`config.mk`:
```
export PLATFORM = sky130hd
export DESIGN_NAME = align_buffer_top
export DESIGN_NICKNAME = d
export VERILOG_FILES = /design/src/rtl/align_buffer_pkg.sv /design/src/rtl/align_buffer_top.sv /design/src/rtl/inst_assembler.sv /design/src/rtl/parcel_banks.sv /design/src/rtl/miss_sequencer.sv /design/src/rtl/line_tag_store.sv
export VERILOG_INCLUDE_DIRS = /design/src /design/src/rtl
export SDC_FILE = /design/constraint.sdc
export NUM_CORES = 1
export LEC_CHECK = 0
export BUFFER_PORTS_ARGS = -buffer_cell sky130_fd_sc_hd__buf_2
export CORE_MARGIN = 1.5
export CORE_UTILIZATION = 47
export CTS_BUF_LIST = sky130_fd_sc_hd__clkbuf_4
export CTS_CLUSTER_DIAMETER = 30
export DETAILED_ROUTE_END_ITERATION = 12
export GPL_ROUTABILITY_DRIVEN = 0
export PLACE_DENSITY = 0.65
export RECOVER_POWER = 100
export SLEW_MARGIN = 20
export SYNTH_ARGS = -nofsm -noshare
export SYNTH_HDL_FRONTEND = slang
export SYNTH_SLANG_ARGS = --single-unit
```
`constraint.sdc`:
```
create_clock -name clk_i -period 7.9 [get_ports clk_i]
set_input_delay 0.79 -clock clk_i [delete_from_list [all_inputs] [get_ports clk_i]]
set_output_delay 0.79 -clock clk_i [all_outputs]
set_load 0.01 [all_outputs]
```
`src/rtl/align_buffer_config.svh`:
```
// ======================================================================
// Size constants for the instruction align buffer
// Sizes must be powers of two and the line must hold whole 32-bit words
// Only 16-bit parcels are supported by the bank split
// ======================================================================

`ifndef ALIGN_BUFFER_CONFIG_SVH
`define ALIGN_BUFFER_CONFIG_SVH

// Base sizes in bits
`define AB_XLEN         32
`define AB_CACHE_BITS   512
`define AB_LINE_BITS    128
`define AB_PARCEL_BITS  16

// Derived geometry
`define AB_NUM_SETS        (`AB_CACHE_BITS / `AB_LINE_BITS)
`define AB_IDX_BITS        $clog2(`AB_NUM_SETS)
`define AB_OFFSET_BITS     $clog2(`AB_LINE_BITS / 8)
`define AB_TAG_BITS        (`AB_XLEN - `AB_IDX_BITS - `AB_OFFSET_BITS)
`define AB_WORDS_PER_LINE  (`AB_LINE_BITS / 32)
`define AB_LINE_BYTES      (`AB_LINE_BITS / 8)

`endif
```
`src/rtl/align_buffer_pkg.sv`:
```
// ======================================================================
// Shared types for the align buffer
// Widths come from the config header, so edit sizes there only
// ======================================================================

package align_buffer_pkg;

`include "align_buffer_config.svh"

  typedef logic [`AB_XLEN-1:0]                      addr_t;
  typedef logic [31:0]                              inst_t;
  typedef logic [`AB_PARCEL_BITS-1:0]               parcel_t;
  typedef logic [`AB_LINE_BITS-1:0]                 line_t;
  typedef logic [`AB_IDX_BITS-1:0]                  set_idx_t;
  typedef logic [$clog2(`AB_WORDS_PER_LINE)-1:0]    word_sel_t;
  // Valid bit sits on top of the tag
  typedef logic [`AB_TAG_BITS:0]                    line_tag_t;
  // One parcel per word of a line
  typedef parcel_t [`AB_WORDS_PER_LINE-1:0]         bank_row_t;

  typedef struct packed {logic valid; addr_t addr;} fetch_req_t;
  typedef struct packed {logic valid; logic miss; inst_t inst;} fetch_res_t;
  typedef struct packed {logic valid; addr_t addr;} line_req_t;
  typedef struct packed {logic valid; line_t line;} line_res_t;

  typedef struct packed {
    logic      half_sel;
    word_sel_t word_sel;
    logic      unalign;
    set_idx_t  odd_idx;
    set_idx_t  even_idx;
    line_tag_t odd_tag;
    line_tag_t even_tag;
    logic      odd_miss;
    logic      even_miss;
  } lookup_t;

  typedef struct packed {logic tag_we; logic data_we; logic odd_fill;} fill_t;
  typedef struct packed {bank_row_t even_row; bank_row_t odd_row;} bank_rows_t;

  typedef enum logic [1:0] {SEQ_IDLE, SEQ_SKIP, SEQ_SECOND} seq_state_t;
  typedef enum logic [2:0] {
    SRC_CACHE, SRC_LINE_WORD, SRC_LINE_EVEN, SRC_LINE_ODD, SRC_SECOND
  } src_sel_t;

endpackage

```
`src/rtl/align_buffer_top.sv`:
```
// ======================================================================
// Align buffer top level
// Returns the 32-bit instruction at any halfword-aligned address
// Hits answer in the request cycle, misses on the response pulse
// No back-pressure on the fetch side or the line side
// ======================================================================
`timescale 1ns/1ns

module align_buffer_top (
  input  logic                          clk_i,
  input  logic                          rst_n_i,
  input  logic                          flush_i,
  input  align_buffer_pkg::fetch_req_t  fetch_req_i,
  output align_buffer_pkg::fetch_res_t  fetch_res_o,
  input  align_buffer_pkg::line_res_t   line_res_i,
  output align_buffer_pkg::line_req_t   line_req_o
);

  align_buffer_pkg::lookup_t     lookup;
  align_buffer_pkg::fill_t       fill;
  align_buffer_pkg::bank_rows_t  rows;
  align_buffer_pkg::src_sel_t    src_sel;
  logic                          res_valid;
  logic                          res_miss;

  // Tags for current and next line
  line_tag_store line_tag_store_inst (
    .clk_i       (clk_i),
    .rst_n_i     (rst_n_i),
    .flush_i     (flush_i),
    .fetch_req_i (fetch_req_i),
    .fill_i      (fill),
    .lookup_o    (lookup)
  );

  // Control for single and double misses
  miss_sequencer miss_sequencer_inst (
    .clk_i            (clk_i),
    .rst_n_i          (rst_n_i),
    .flush_i          (flush_i),
    .fetch_req_i      (fetch_req_i),
    .lookup_i         (lookup),
    .line_res_valid_i (line_res_i.valid),
    .line_req_o       (line_req_o),
    .fill_o           (fill),
    .res_valid_o      (res_valid),
    .res_miss_o       (res_miss),
    .src_sel_o        (src_sel)
  );

  parcel_banks parcel_banks_inst (
    .clk_i    (clk_i),
    .lookup_i (lookup),
    .fill_i   (fill),
    .line_i   (line_res_i.line),
    .rows_o   (rows)
  );

  inst_assembler inst_assembler_inst (
    .lookup_i    (lookup),
    .rows_i      (rows),
    .line_i      (line_res_i.line),
    .src_sel_i   (src_sel),
    .res_valid_i (res_valid),
    .res_miss_i  (res_miss),
    .fetch_res_o (fetch_res_o)
  );

endmodule

```
`src/rtl/inst_assembler.sv`:
```
// ======================================================================
// Instruction assembly from two parcels
// Missing parcels are taken from the line response in its own cycle
// The output is only meaningful while the valid bit is high
// ======================================================================
`timescale 1ns/1ns
`include "align_buffer_config.svh"

module inst_assembler (
  input  align_buffer_pkg::lookup_t     lookup_i,
  input  align_buffer_pkg::bank_rows_t  rows_i,
  input  align_buffer_pkg::line_t       line_i,
  input  align_buffer_pkg::src_sel_t    src_sel_i,
  input  logic                          res_valid_i,
  input  logic                          res_miss_i,
  output align_buffer_pkg::fetch_res_t  fetch_res_o
);

  align_buffer_pkg::word_sel_t even_word;
  align_buffer_pkg::parcel_t   even_parcel;
  align_buffer_pkg::parcel_t   odd_parcel;
  align_buffer_pkg::parcel_t   live_even;
  align_buffer_pkg::parcel_t   live_odd;

  // Halfword offset moves the even parcel to the following word
  assign even_word = lookup_i.word_sel + align_buffer_pkg::word_sel_t'(lookup_i.half_sel);

  // ====================================================================
  // Parcel select
  // ====================================================================
  always_comb begin
    // Stored parcels, next line starts at its first parcel
    even_parcel = lookup_i.unalign ? rows_i.even_row[0] : rows_i.even_row[even_word];
    odd_parcel  = rows_i.odd_row[lookup_i.word_sel];

    // Same picks from the live line
    live_even = lookup_i.unalign ? line_i[`AB_PARCEL_BITS-1:0] :
                line_i[even_word*2*`AB_PARCEL_BITS +: `AB_PARCEL_BITS];
    live_odd  = line_i[(lookup_i.word_sel*2+1)*`AB_PARCEL_BITS +: `AB_PARCEL_BITS];

    case (src_sel_i)
      align_buffer_pkg::SRC_LINE_WORD: begin
        even_parcel = live_even;
        odd_parcel  = live_odd;
      end
      // Second fetch of a double miss brings only the next line
      align_buffer_pkg::SRC_LINE_EVEN,
      align_buffer_pkg::SRC_SECOND: even_parcel = live_even;
      align_buffer_pkg::SRC_LINE_ODD: odd_parcel = live_odd;
      default: ;
    endcase
  end

  // ====================================================================
  // Output
  // ====================================================================
  always_comb begin
    fetch_res_o.valid = res_valid_i;
    fetch_res_o.miss  = res_miss_i;
    // Odd parcel is the lower half on a halfword offset
    if (lookup_i.half_sel) begin
      fetch_res_o.inst = {even_parcel, odd_parcel};
    end else begin
      fetch_res_o.inst = {odd_parcel, even_parcel};
    end
  end

endmodule

```
`src/rtl/parcel_banks.sv`:
```
// ======================================================================
// Even and odd parcel banks, one row per set
// Even bank keeps the lower halfword of each word, odd bank the upper
// Reads are asynchronous and a write shows one cycle later
// ======================================================================
`timescale 1ns/1ns
`include "align_buffer_config.svh"

module parcel_banks (
  input  logic                          clk_i,
  input  align_buffer_pkg::lookup_t     lookup_i,
  input  align_buffer_pkg::fill_t       fill_i,
  input  align_buffer_pkg::line_t       line_i,
  output align_buffer_pkg::bank_rows_t  rows_o
);

  align_buffer_pkg::bank_row_t even_ram [`AB_NUM_SETS];
  align_buffer_pkg::bank_row_t odd_ram  [`AB_NUM_SETS];

  align_buffer_pkg::bank_row_t even_wr;
  align_buffer_pkg::bank_row_t odd_wr;
  align_buffer_pkg::set_idx_t  wr_idx;

  // Split the incoming line into halfword columns
  always_comb begin
    for (int i = 0; i < `AB_WORDS_PER_LINE; i++) begin
      even_wr[i] = line_i[i*2*`AB_PARCEL_BITS +: `AB_PARCEL_BITS];
      odd_wr[i]  = line_i[(i*2+1)*`AB_PARCEL_BITS +: `AB_PARCEL_BITS];
    end
  end

  // Same set as the tag being written
  assign wr_idx = fill_i.odd_fill ? lookup_i.odd_idx : lookup_i.even_idx;

  always_ff @(posedge clk_i) begin
    if (fill_i.data_we) begin
      even_ram[wr_idx] <= even_wr;
      odd_ram[wr_idx]  <= odd_wr;
    end
  end

  // Even row may come from the next line
  assign rows_o.even_row = even_ram[lookup_i.even_idx];
  assign rows_o.odd_row  = odd_ram[lookup_i.odd_idx];

endmodule

```
`src/rtl/miss_sequencer.sv`:
```
// ======================================================================
// Miss sequencer for the align buffer
// Line requests are held levels, responses are one-cycle pulses
// A double miss runs two line fetches with one idle cycle between
// The fetch request must stay stable until the response is valid
// ======================================================================
`timescale 1ns/1ns
`include "align_buffer_config.svh"

module miss_sequencer (
  input  logic                          clk_i,
  input  logic                          rst_n_i,
  input  logic                          flush_i,
  input  align_buffer_pkg::fetch_req_t  fetch_req_i,
  input  align_buffer_pkg::lookup_t     lookup_i,
  input  logic                          line_res_valid_i,
  output align_buffer_pkg::line_req_t   line_req_o,
  output align_buffer_pkg::fill_t       fill_o,
  output logic                          res_valid_o,
  output logic                          res_miss_o,
  output align_buffer_pkg::src_sel_t    src_sel_o
);

  align_buffer_pkg::seq_state_t state_q;
  align_buffer_pkg::seq_state_t state_d;

  logic                    resp;
  logic                    any_miss;
  logic                    dual_hit;
  logic                    double_miss;
  align_buffer_pkg::addr_t base_addr;

  // Response pulse is ignored in the skip cycle
  assign resp        = line_res_valid_i && (state_q != align_buffer_pkg::SEQ_SKIP);
  assign any_miss    = lookup_i.odd_miss || lookup_i.even_miss;
  assign dual_hit    = fetch_req_i.valid && !any_miss;
  assign double_miss = lookup_i.unalign && lookup_i.odd_miss && lookup_i.even_miss;

  // ====================================================================
  // State machine
  // ====================================================================
  always_comb begin
    state_d = state_q;
    case (state_q)
      align_buffer_pkg::SEQ_IDLE:
        if (resp && double_miss) state_d = align_buffer_pkg::SEQ_SKIP;
      align_buffer_pkg::SEQ_SKIP:
        state_d = align_buffer_pkg::SEQ_SECOND;
      align_buffer_pkg::SEQ_SECOND:
        if (resp) state_d = align_buffer_pkg::SEQ_IDLE;
      default:
        state_d = align_buffer_pkg::SEQ_IDLE;
    endcase
  end

  always_ff @(posedge clk_i) begin
    if (!rst_n_i || flush_i) begin
      state_q <= align_buffer_pkg::SEQ_IDLE;
    end else begin
      state_q <= state_d;
    end
  end

  // ====================================================================
  // Line request and fill
  // ====================================================================
  assign base_addr = {fetch_req_i.addr[`AB_XLEN-1:`AB_OFFSET_BITS], {`AB_OFFSET_BITS{1'b0}}};

  // Dropped in the response cycle, held low while skipping or in reset
  assign line_req_o.valid = rst_n_i && any_miss && !line_res_valid_i &&
                            (state_q != align_buffer_pkg::SEQ_SKIP);
  // Current line first, next line once the current one hits
  assign line_req_o.addr  = lookup_i.odd_miss ? base_addr :
                            base_addr + align_buffer_pkg::addr_t'(`AB_LINE_BYTES);

  assign fill_o.tag_we   = resp && any_miss;
  assign fill_o.data_we  = resp && any_miss;
  assign fill_o.odd_fill = lookup_i.odd_miss;

  // ====================================================================
  // Response valid and parcel source
  // ====================================================================
  // Nothing is reported while in reset
  assign res_valid_o = rst_n_i &&
                       (dual_hit ||
                        (resp && any_miss && !double_miss &&
                         (state_q == align_buffer_pkg::SEQ_IDLE)) ||
                        (resp && (state_q == align_buffer_pkg::SEQ_SECOND)));
  assign res_miss_o  = any_miss;

  always_comb begin
    if (state_q == align_buffer_pkg::SEQ_SECOND) begin
      src_sel_o = align_buffer_pkg::SRC_SECOND;
    end else if (!any_miss) begin
      src_sel_o = align_buffer_pkg::SRC_CACHE;
    end else if (!lookup_i.unalign) begin
      // Both parcels in one missing line
      src_sel_o = align_buffer_pkg::SRC_LINE_WORD;
    end else if (lookup_i.odd_miss) begin
      src_sel_o = align_buffer_pkg::SRC_LINE_ODD;
    end else begin
      src_sel_o = align_buffer_pkg::SRC_LINE_EVEN;
    end
  end

endmodule

```
`src/rtl/line_tag_store.sv`:
```
// ======================================================================
// Direct-mapped tag store covering the current and the next line
// Tag lookup is combinational, so a hit is seen in the request cycle
// Flush and reset clear every tag in one cycle
// ======================================================================
`timescale 1ns/1ns
`include "align_buffer_config.svh"

module line_tag_store (
  input  logic                       clk_i,
  input  logic                       rst_n_i,
  input  logic                       flush_i,
  input  align_buffer_pkg::fetch_req_t fetch_req_i,
  input  align_buffer_pkg::fill_t    fill_i,
  output align_buffer_pkg::lookup_t  lookup_o
);

  // One tag per set, valid bit on top
  align_buffer_pkg::line_tag_t tag_ram [`AB_NUM_SETS];

  logic                                  overflow;
  logic [`AB_TAG_BITS-1:0]               tag_plus1;
  align_buffer_pkg::set_idx_t            wr_idx;
  align_buffer_pkg::line_tag_t           wr_tag;

  // ====================================================================
  // Address split and lookup
  // ====================================================================
  always_comb begin
    lookup_o.half_sel = fetch_req_i.addr[1];
    lookup_o.word_sel = fetch_req_i.addr[`AB_OFFSET_BITS-1:2];
    // Offset 14 means the upper parcel lives in the next line
    lookup_o.unalign  = &{lookup_o.word_sel, lookup_o.half_sel};

    // Current line sits at the address index
    lookup_o.odd_idx  = fetch_req_i.addr[`AB_IDX_BITS+`AB_OFFSET_BITS-1:`AB_OFFSET_BITS];
    {overflow, lookup_o.even_idx} = {1'b0, lookup_o.odd_idx} + lookup_o.unalign;

    // Compare tags carry the valid bit set, so one compare covers both
    lookup_o.odd_tag  = {1'b1, fetch_req_i.addr[`AB_XLEN-1:`AB_IDX_BITS+`AB_OFFSET_BITS]};
    tag_plus1 = fetch_req_i.addr[`AB_XLEN-1:`AB_IDX_BITS+`AB_OFFSET_BITS] + 1'b1;
    // Index wrap moves the next line into the following tag region
    lookup_o.even_tag = overflow ? {1'b1, tag_plus1} : lookup_o.odd_tag;

    // Misses only count with a live request
    lookup_o.odd_miss  = fetch_req_i.valid && (tag_ram[lookup_o.odd_idx] != lookup_o.odd_tag);
    lookup_o.even_miss = fetch_req_i.valid && (tag_ram[lookup_o.even_idx] != lookup_o.even_tag);
  end

  // Fill target picked by the sequencer
  assign wr_idx = fill_i.odd_fill ? lookup_o.odd_idx : lookup_o.even_idx;
  assign wr_tag = fill_i.odd_fill ? lookup_o.odd_tag : lookup_o.even_tag;

  // ====================================================================
  // Tag RAM
  // ====================================================================
  always_ff @(posedge clk_i) begin
    if (!rst_n_i || flush_i) begin
      tag_ram <= '{default: '0};
    end else if (fill_i.tag_we) begin
      tag_ram[wr_idx] <= wr_tag;
    end
  end

endmodule

```
# ---- Yosys cells after proc, flatten, opt, wreduce, memory -nomap -nowiden
# Memory sizes are Yosys's and may differ from the RTL's.
# Cells that the tools add are included.
dict set report totals {
  ff_bits 110
  ramBits 512
  out_inout_bits 67
  wordCells 94
  mem_count 2
}
dict set report op_classes {
  addsub 5
  n_lt_le_gt_ge 6
  eq_ne 11
  shifts 2
  muxes 31
  bitwise 3
  n_reduce_logical 29
}
# name depth width read_ports rd_ports_with_merged_regs write_ports line
set memory_table {}
lappend memory_table {parcel_banks_inst.even_ram 4 64 1 0 1 parcel_banks.sv:17} ;# align_buffer_pkg::bank_row_t even_ram [`AB_NUM_SETS];
lappend memory_table {parcel_banks_inst.odd_ram 4 64 1 0 1 parcel_banks.sv:18} ;# align_buffer_pkg::bank_row_t odd_ram [`AB_NUM_SETS];
# op count
set ops {}
lappend ops {{$mux 27} 6}
lappend ops {{$shiftx 128x33->16} 1}
lappend ops {{$shiftx 128x8->16} 1}
lappend ops {{$bmux 27 s2} 2}
lappend ops {{$bwmux 108} 1}
lappend ops {{$mux 16} 6}
lappend ops {{$bmux 16 s2} 2}
lappend ops {{$mux 32} 2}
lappend ops {{$demux 27 s2} 1}
lappend ops {{$ne 27x27->1} 2}
lappend ops {{$add 32x5->32 const B} 1}
lappend ops {{$add 26x1->26 const B} 1}
lappend ops {{$mux 26} 1}
lappend ops {{$logic_and 1x1->1} 16}
lappend ops {{$ge 3x3->1 const B} 3}
lappend ops {{$mux 3} 3}
lappend ops {{$not 2->3} 3}
lappend ops {{$eq 3x2->1 const B} 2}
lappend ops {{$lt 2x3->1 const B} 2}
lappend ops {{$mux 2} 3}
lappend ops {{$ne 2x1->1 const B} 3}
lappend ops {{$pmux 2 s3} 1}
lappend ops {{$add 3x1->4 const B} 1}
lappend ops {{$logic_not 1->1} 4}
lappend ops {{14 further kinds} 19}

# ---- Depth between registers and ports, before layout
dict set report logic_depth {
  word_depth 15
  mapped_depth 19
  depth_no_buf 14
}

# ---- By module
# Synthesis repeated with hierarchy kept, for this count alone.
dict set report unflattened {
  cells_unflattened 1879
  area_unflattened_um2 29218.0
}
# mod n_inst cells_each area_per_inst_um2
set modules_own_cells {}
lappend modules_own_cells {parcel_banks 1 683 18614.1}
lappend modules_own_cells {line_tag_store 1 707 6750.2}
lappend modules_own_cells {inst_assembler 1 381 3046.7}
lappend modules_own_cells {miss_sequencer 1 108 807.0}

# ---- Least setup slack after synthesis
# No wires, ideal clock.
dict set report synth_timing {
  path_kind {input-to-reg}
  startpoint {in fetch_req_i[1] in the netlist's numbering}
  endpoint {mem parcel_banks_inst.even_ram[1][0] in the netlist's numbering (enable)}
  setup_ns 0.481
  arrival_time_ns 6.712
  required_time_ns 7.419
  setup_slack_ns 0.707
  stages 16
  n_path_buf 3
  path_cell_list {ha_1 -> ha_1 -> ha_1 -> ha_1 -> buf_2 -> buf_2 -> mux4_2 -> xor2_1 -> nor2_1 -> o21ai_0 -> o41ai_1 -> o311ai_0 -> o41ai_4 -> or4_1 -> clkbuf_1 -> inv_1}
}
dict set report synth_via {
  elab_chain_len 12
  elab_cells_between_ends 14
  cone_classes {add/sub (1); eq/ne (1); mux (7); bitwise (1); reduce/logical (4)}
}
# element line
set synth_lines {}
lappend synth_lines {{start, declared} align_buffer_top.sv:13} ;# input align_buffer_pkg::fetch_req_t fetch_req_i,
lappend synth_lines {{$reduce_and 3->1 *} line_tag_store.sv:33} ;# lookup_o.unalign = &{lookup_o.word_sel, lookup_o.half_sel};
lappend synth_lines {{$add 2x1->3 *} line_tag_store.sv:37} ;# {overflow, lookup_o.even_idx} = {1'b0, lookup_o.odd_idx} + lookup_o.unalign;
lappend synth_lines {{$not 2->3 (not written as such)} line_tag_store.sv:47} ;# lookup_o.even_miss = fetch_req_i.valid && (tag_ram[lookup_o.even_idx] != lookup_o.even_tag);
lappend synth_lines {{$bmux 27 s2} line_tag_store.sv:47}
lappend synth_lines {{$mux 27 (not written as such) (2 in a row)} line_tag_store.sv:47}
lappend synth_lines {{$ne 27x27->1} line_tag_store.sv:47}
lappend synth_lines {{$logic_and 1x1->1} line_tag_store.sv:47}
lappend synth_lines {{$logic_or 1x1->1} miss_sequencer.sv:35} ;# assign any_miss = lookup_i.odd_miss || lookup_i.even_miss;
lappend synth_lines {{$logic_and 1x1->1} miss_sequencer.sv:77} ;# assign fill_o.data_we = resp && any_miss;
lappend synth_lines {{$mux 1} parcel_banks.sv:36} ;# if (fill_i.data_we) begin
lappend synth_lines {{$mux 1 (not written as such)} parcel_banks.sv:37} ;# even_ram[wr_idx] <= even_wr;
lappend synth_lines {{end, declared} parcel_banks.sv:17}
# Every way passes the cells marked *; elsewhere a longest branch is shown, timed or not. The select of a mux whose other input is x is not followed.

==> run_results.csv <==
group,metric,value,unit
clock_network,clockBufferDepth,3,
global_route,grt_overflow_total,0,
timing,fin_crit_sh,91.95,%
drt,wirelength,71.10,mm
yosys,synth_area,28600,um^2
timing,finalCriticalPeriod,7264,ps
layout,mostFrequentLayoutCells,"edfxtp_1, clkbuf_4, mux4_2",
layout,drive_above_1_share,26.72,%
floorplanning,die_w,249.7,um
timing,worstMarginPinSlew,3034,ps
yosys,synth_ff_type,"edfxtp_1",
yosys,synth_cell_types,74,
drt,drt_first_pass_iters,6,
critical_path,end_kind,"output pin",
critical_path,critPathKind,"input port to output pin",
timing,max_freq,137.7,MHz
global_route,grt_pass1_wl,109.3,mm
clock_network,cts.reportedPaths.clkPinSlew,60,ps
outcome,status,"complete, but fails checks",
clock_network,numCtsBuffers,161,
drt,routed_via_density,5.814,
drt,drt_drc_violations_left,0,
drt,wl_per_cell,22.94,um
clock_network,root_buffer,"clkbuf_4",
worst_hold_path,min_path_type,"input port to flip-flop",
drt,detail_route.iter0.violations,1375,
global_route,grt_max_degree,131,
global_route,grt_use_met3,5.882,%
timing,rsz0062_at_grt,"no",
pwr,power_density,219.5,nW/um^2
pwr,power,7333,uW
yosys,synth_edf_count,512,
drt,num_vias,18020,
global_route,grt_usage,23.18,%
global_route,met1_usage,29.89,%
floorplanning,num_rows,90,
floorplanning,io_pins,232,
critical_path,crit_path_start_kind,"input port",
yosys,synthCells,1794,
global_route,antenna_found_initial,8,
floorplanning,start_util,47.48,%
global_route,use_met2,38.79,%
yosys,postSynthAreaPerCell,15.94,um^2
clock_network,cts.hold.buffers_added,125,
critical_path,critPathMaxFanout,39,
layout,layout_commonest_cell,"edfxtp_1",
timing,setup_tns,0,ps
critical_path,required,7110,ps
clock_network,cts_num_sinks,622,
layout,synthToLayoutAreaGrowth,16.80,%
layout,final_util,55.46,%
critical_path,cp_data_arrival_time,6470,ps
timing,skew,55.53,ps
yosys,yosys_warnings,0,
yosys,synthArstFlopShare,0,%
clock_network,cts_htree_levels,4,
floorplanning,die-height,249.7,um
timing,hold_viol_final,0,
timing,finalSetupViolCount,0,
place,post-dp-hpwl,43.20,mm
global_route,grt.busiest_layer,"met2",
clock_network,clk_latency,980,ps
clock_network,cts_resized,0,
timing,relSlewSlack,-102.3,%
clock_network,postCtsSetupBuffers,0,
clock_network,cts_tree,"built",
floorplanning,die_area,62350,um^2
floorplanning,coreArea,60250,um^2
timing,drv_slew,485,
place,io_buffers,226,
yosys,synth_seq_cells,622,
global_route,grt_pass1_vias,18790,
yosys,ys_seq_area_share,61.45,%
drt,drtAntennaViolNets,0,
pwr,leakage,0.01107,uW
outcome,violations,"max-capacitance violations, max-slew violations",
layout,nets,2366,
flow_run,maxCapViolations,8,
pwr,ir_drop,0.0001413,V
## layout make-up
type	instances	area (um^2)
antenna	8	20.02
tap	782	978.4
timing repair buffer	387	2472
multi-input combinational	1007	10250
clock inverter	45	310.3
clock buffer	232	1742
fill	4956	26840
sequential	622	17580
inverter	16	60.06
## final timing paths
kind | startpoint | to | slack, ps | depth (start not counted)
hold reg to reg | line_tag_store_inst.tag_ram[81] | line_tag_store_inst.tag_ram[81] | 480 | 2
setup reg to reg | line_tag_store_inst.tag_ram[56] | parcel_banks_inst.even_ram[3][37] | 1140 | 10
setup / recovery | fetch_req_i[2] | fetch_res_o[8] | 640 | 16
hold / removal | line_res_i[60] | parcel_banks_inst.odd_ram[0][28] | 190 | 1
## where the power goes
group          total (uW)  internal [uW]  switching (uW)
Combinational         870            384             486
Sequential           3700           3670            27.7
Clock                2760           1480            1290
## cells in the mapped netlist, types with 42 or more instances
cell type    n  area, um^2
a21oi_1     42       210.2
clkbuf_1    79       296.5
dfxtp_1    110        2202
edfxtp_1   512       15370
mux2_2      59       664.4
mux2i_1     77       770.7
mux4_2     199        4482
nand2_1     89       334.1
nand3_1     95       475.5
nor2_1      60       225.2
o21ai_0     82       410.4
xnor2_1     76       665.6
## routing by layer
| layer | part of all wire (%) | wire, um |
|---|---|---|
| met4 | 1.7 | 1216 |
| met5 | 0.032 | 23 |
| met3 | 6.8 | 4836 |
| met1 | 41 | 28950 |
| met2 | 51 | 36070 |
## kinds of logic (layout without fill, tap and decap cells)
group	count (synthesis)	after routing	share of synthesized area, %
other	1	12	0.01311
AOI/OAI and AO/OA	208	208	4.523
adders and majority gates	6	6	0.2624
buffers and inverters	168	680	2.734
DFF	622	622	61.45
xor gates and xnor gates	101	101	3.237
muxes	351	351	21.76
and+or+nand+nor	337	337	6.023
## registers in the layout, indices dropped and copies added (netlist names)
signal                       count
miss_sequencer_inst.state_q      2
line_tag_store_inst.tag_ram    108
parcel_banks_inst.even_ram     256
parcel_banks_inst.odd_ram      256
## per-stage QoR
stage          area, um^2  cells  setup slack [ps]  hold slack (ps)
6_report            33410   3099             636.2            188.8
5_1_grt             33400   3097             389.6            86.58
4_1_cts             33730   3091             943.3            1.755
3_5_place_dp        30420   2689             947.8            462.4
3_3_place_gp        30420   2689              1010            452.1
2_1_floorplan       28620   1797             707.0            440.5
## critical path, cell delays in order
cell	delay, ps
clkbuf_1	150
ha_1	220
ha_1	240
ha_4	870
mux4_2	610
xnor2_1	210
and4_1	220
o2111ai_1	120
a2111oi_0	430
o2111ai_1	360
o41ai_4	820
a211oi_4	70
buf_4	290
mux2_1	520
mux2_2	310
buf_2	140
Note: power is estimated with default switching activity, not from simulation.
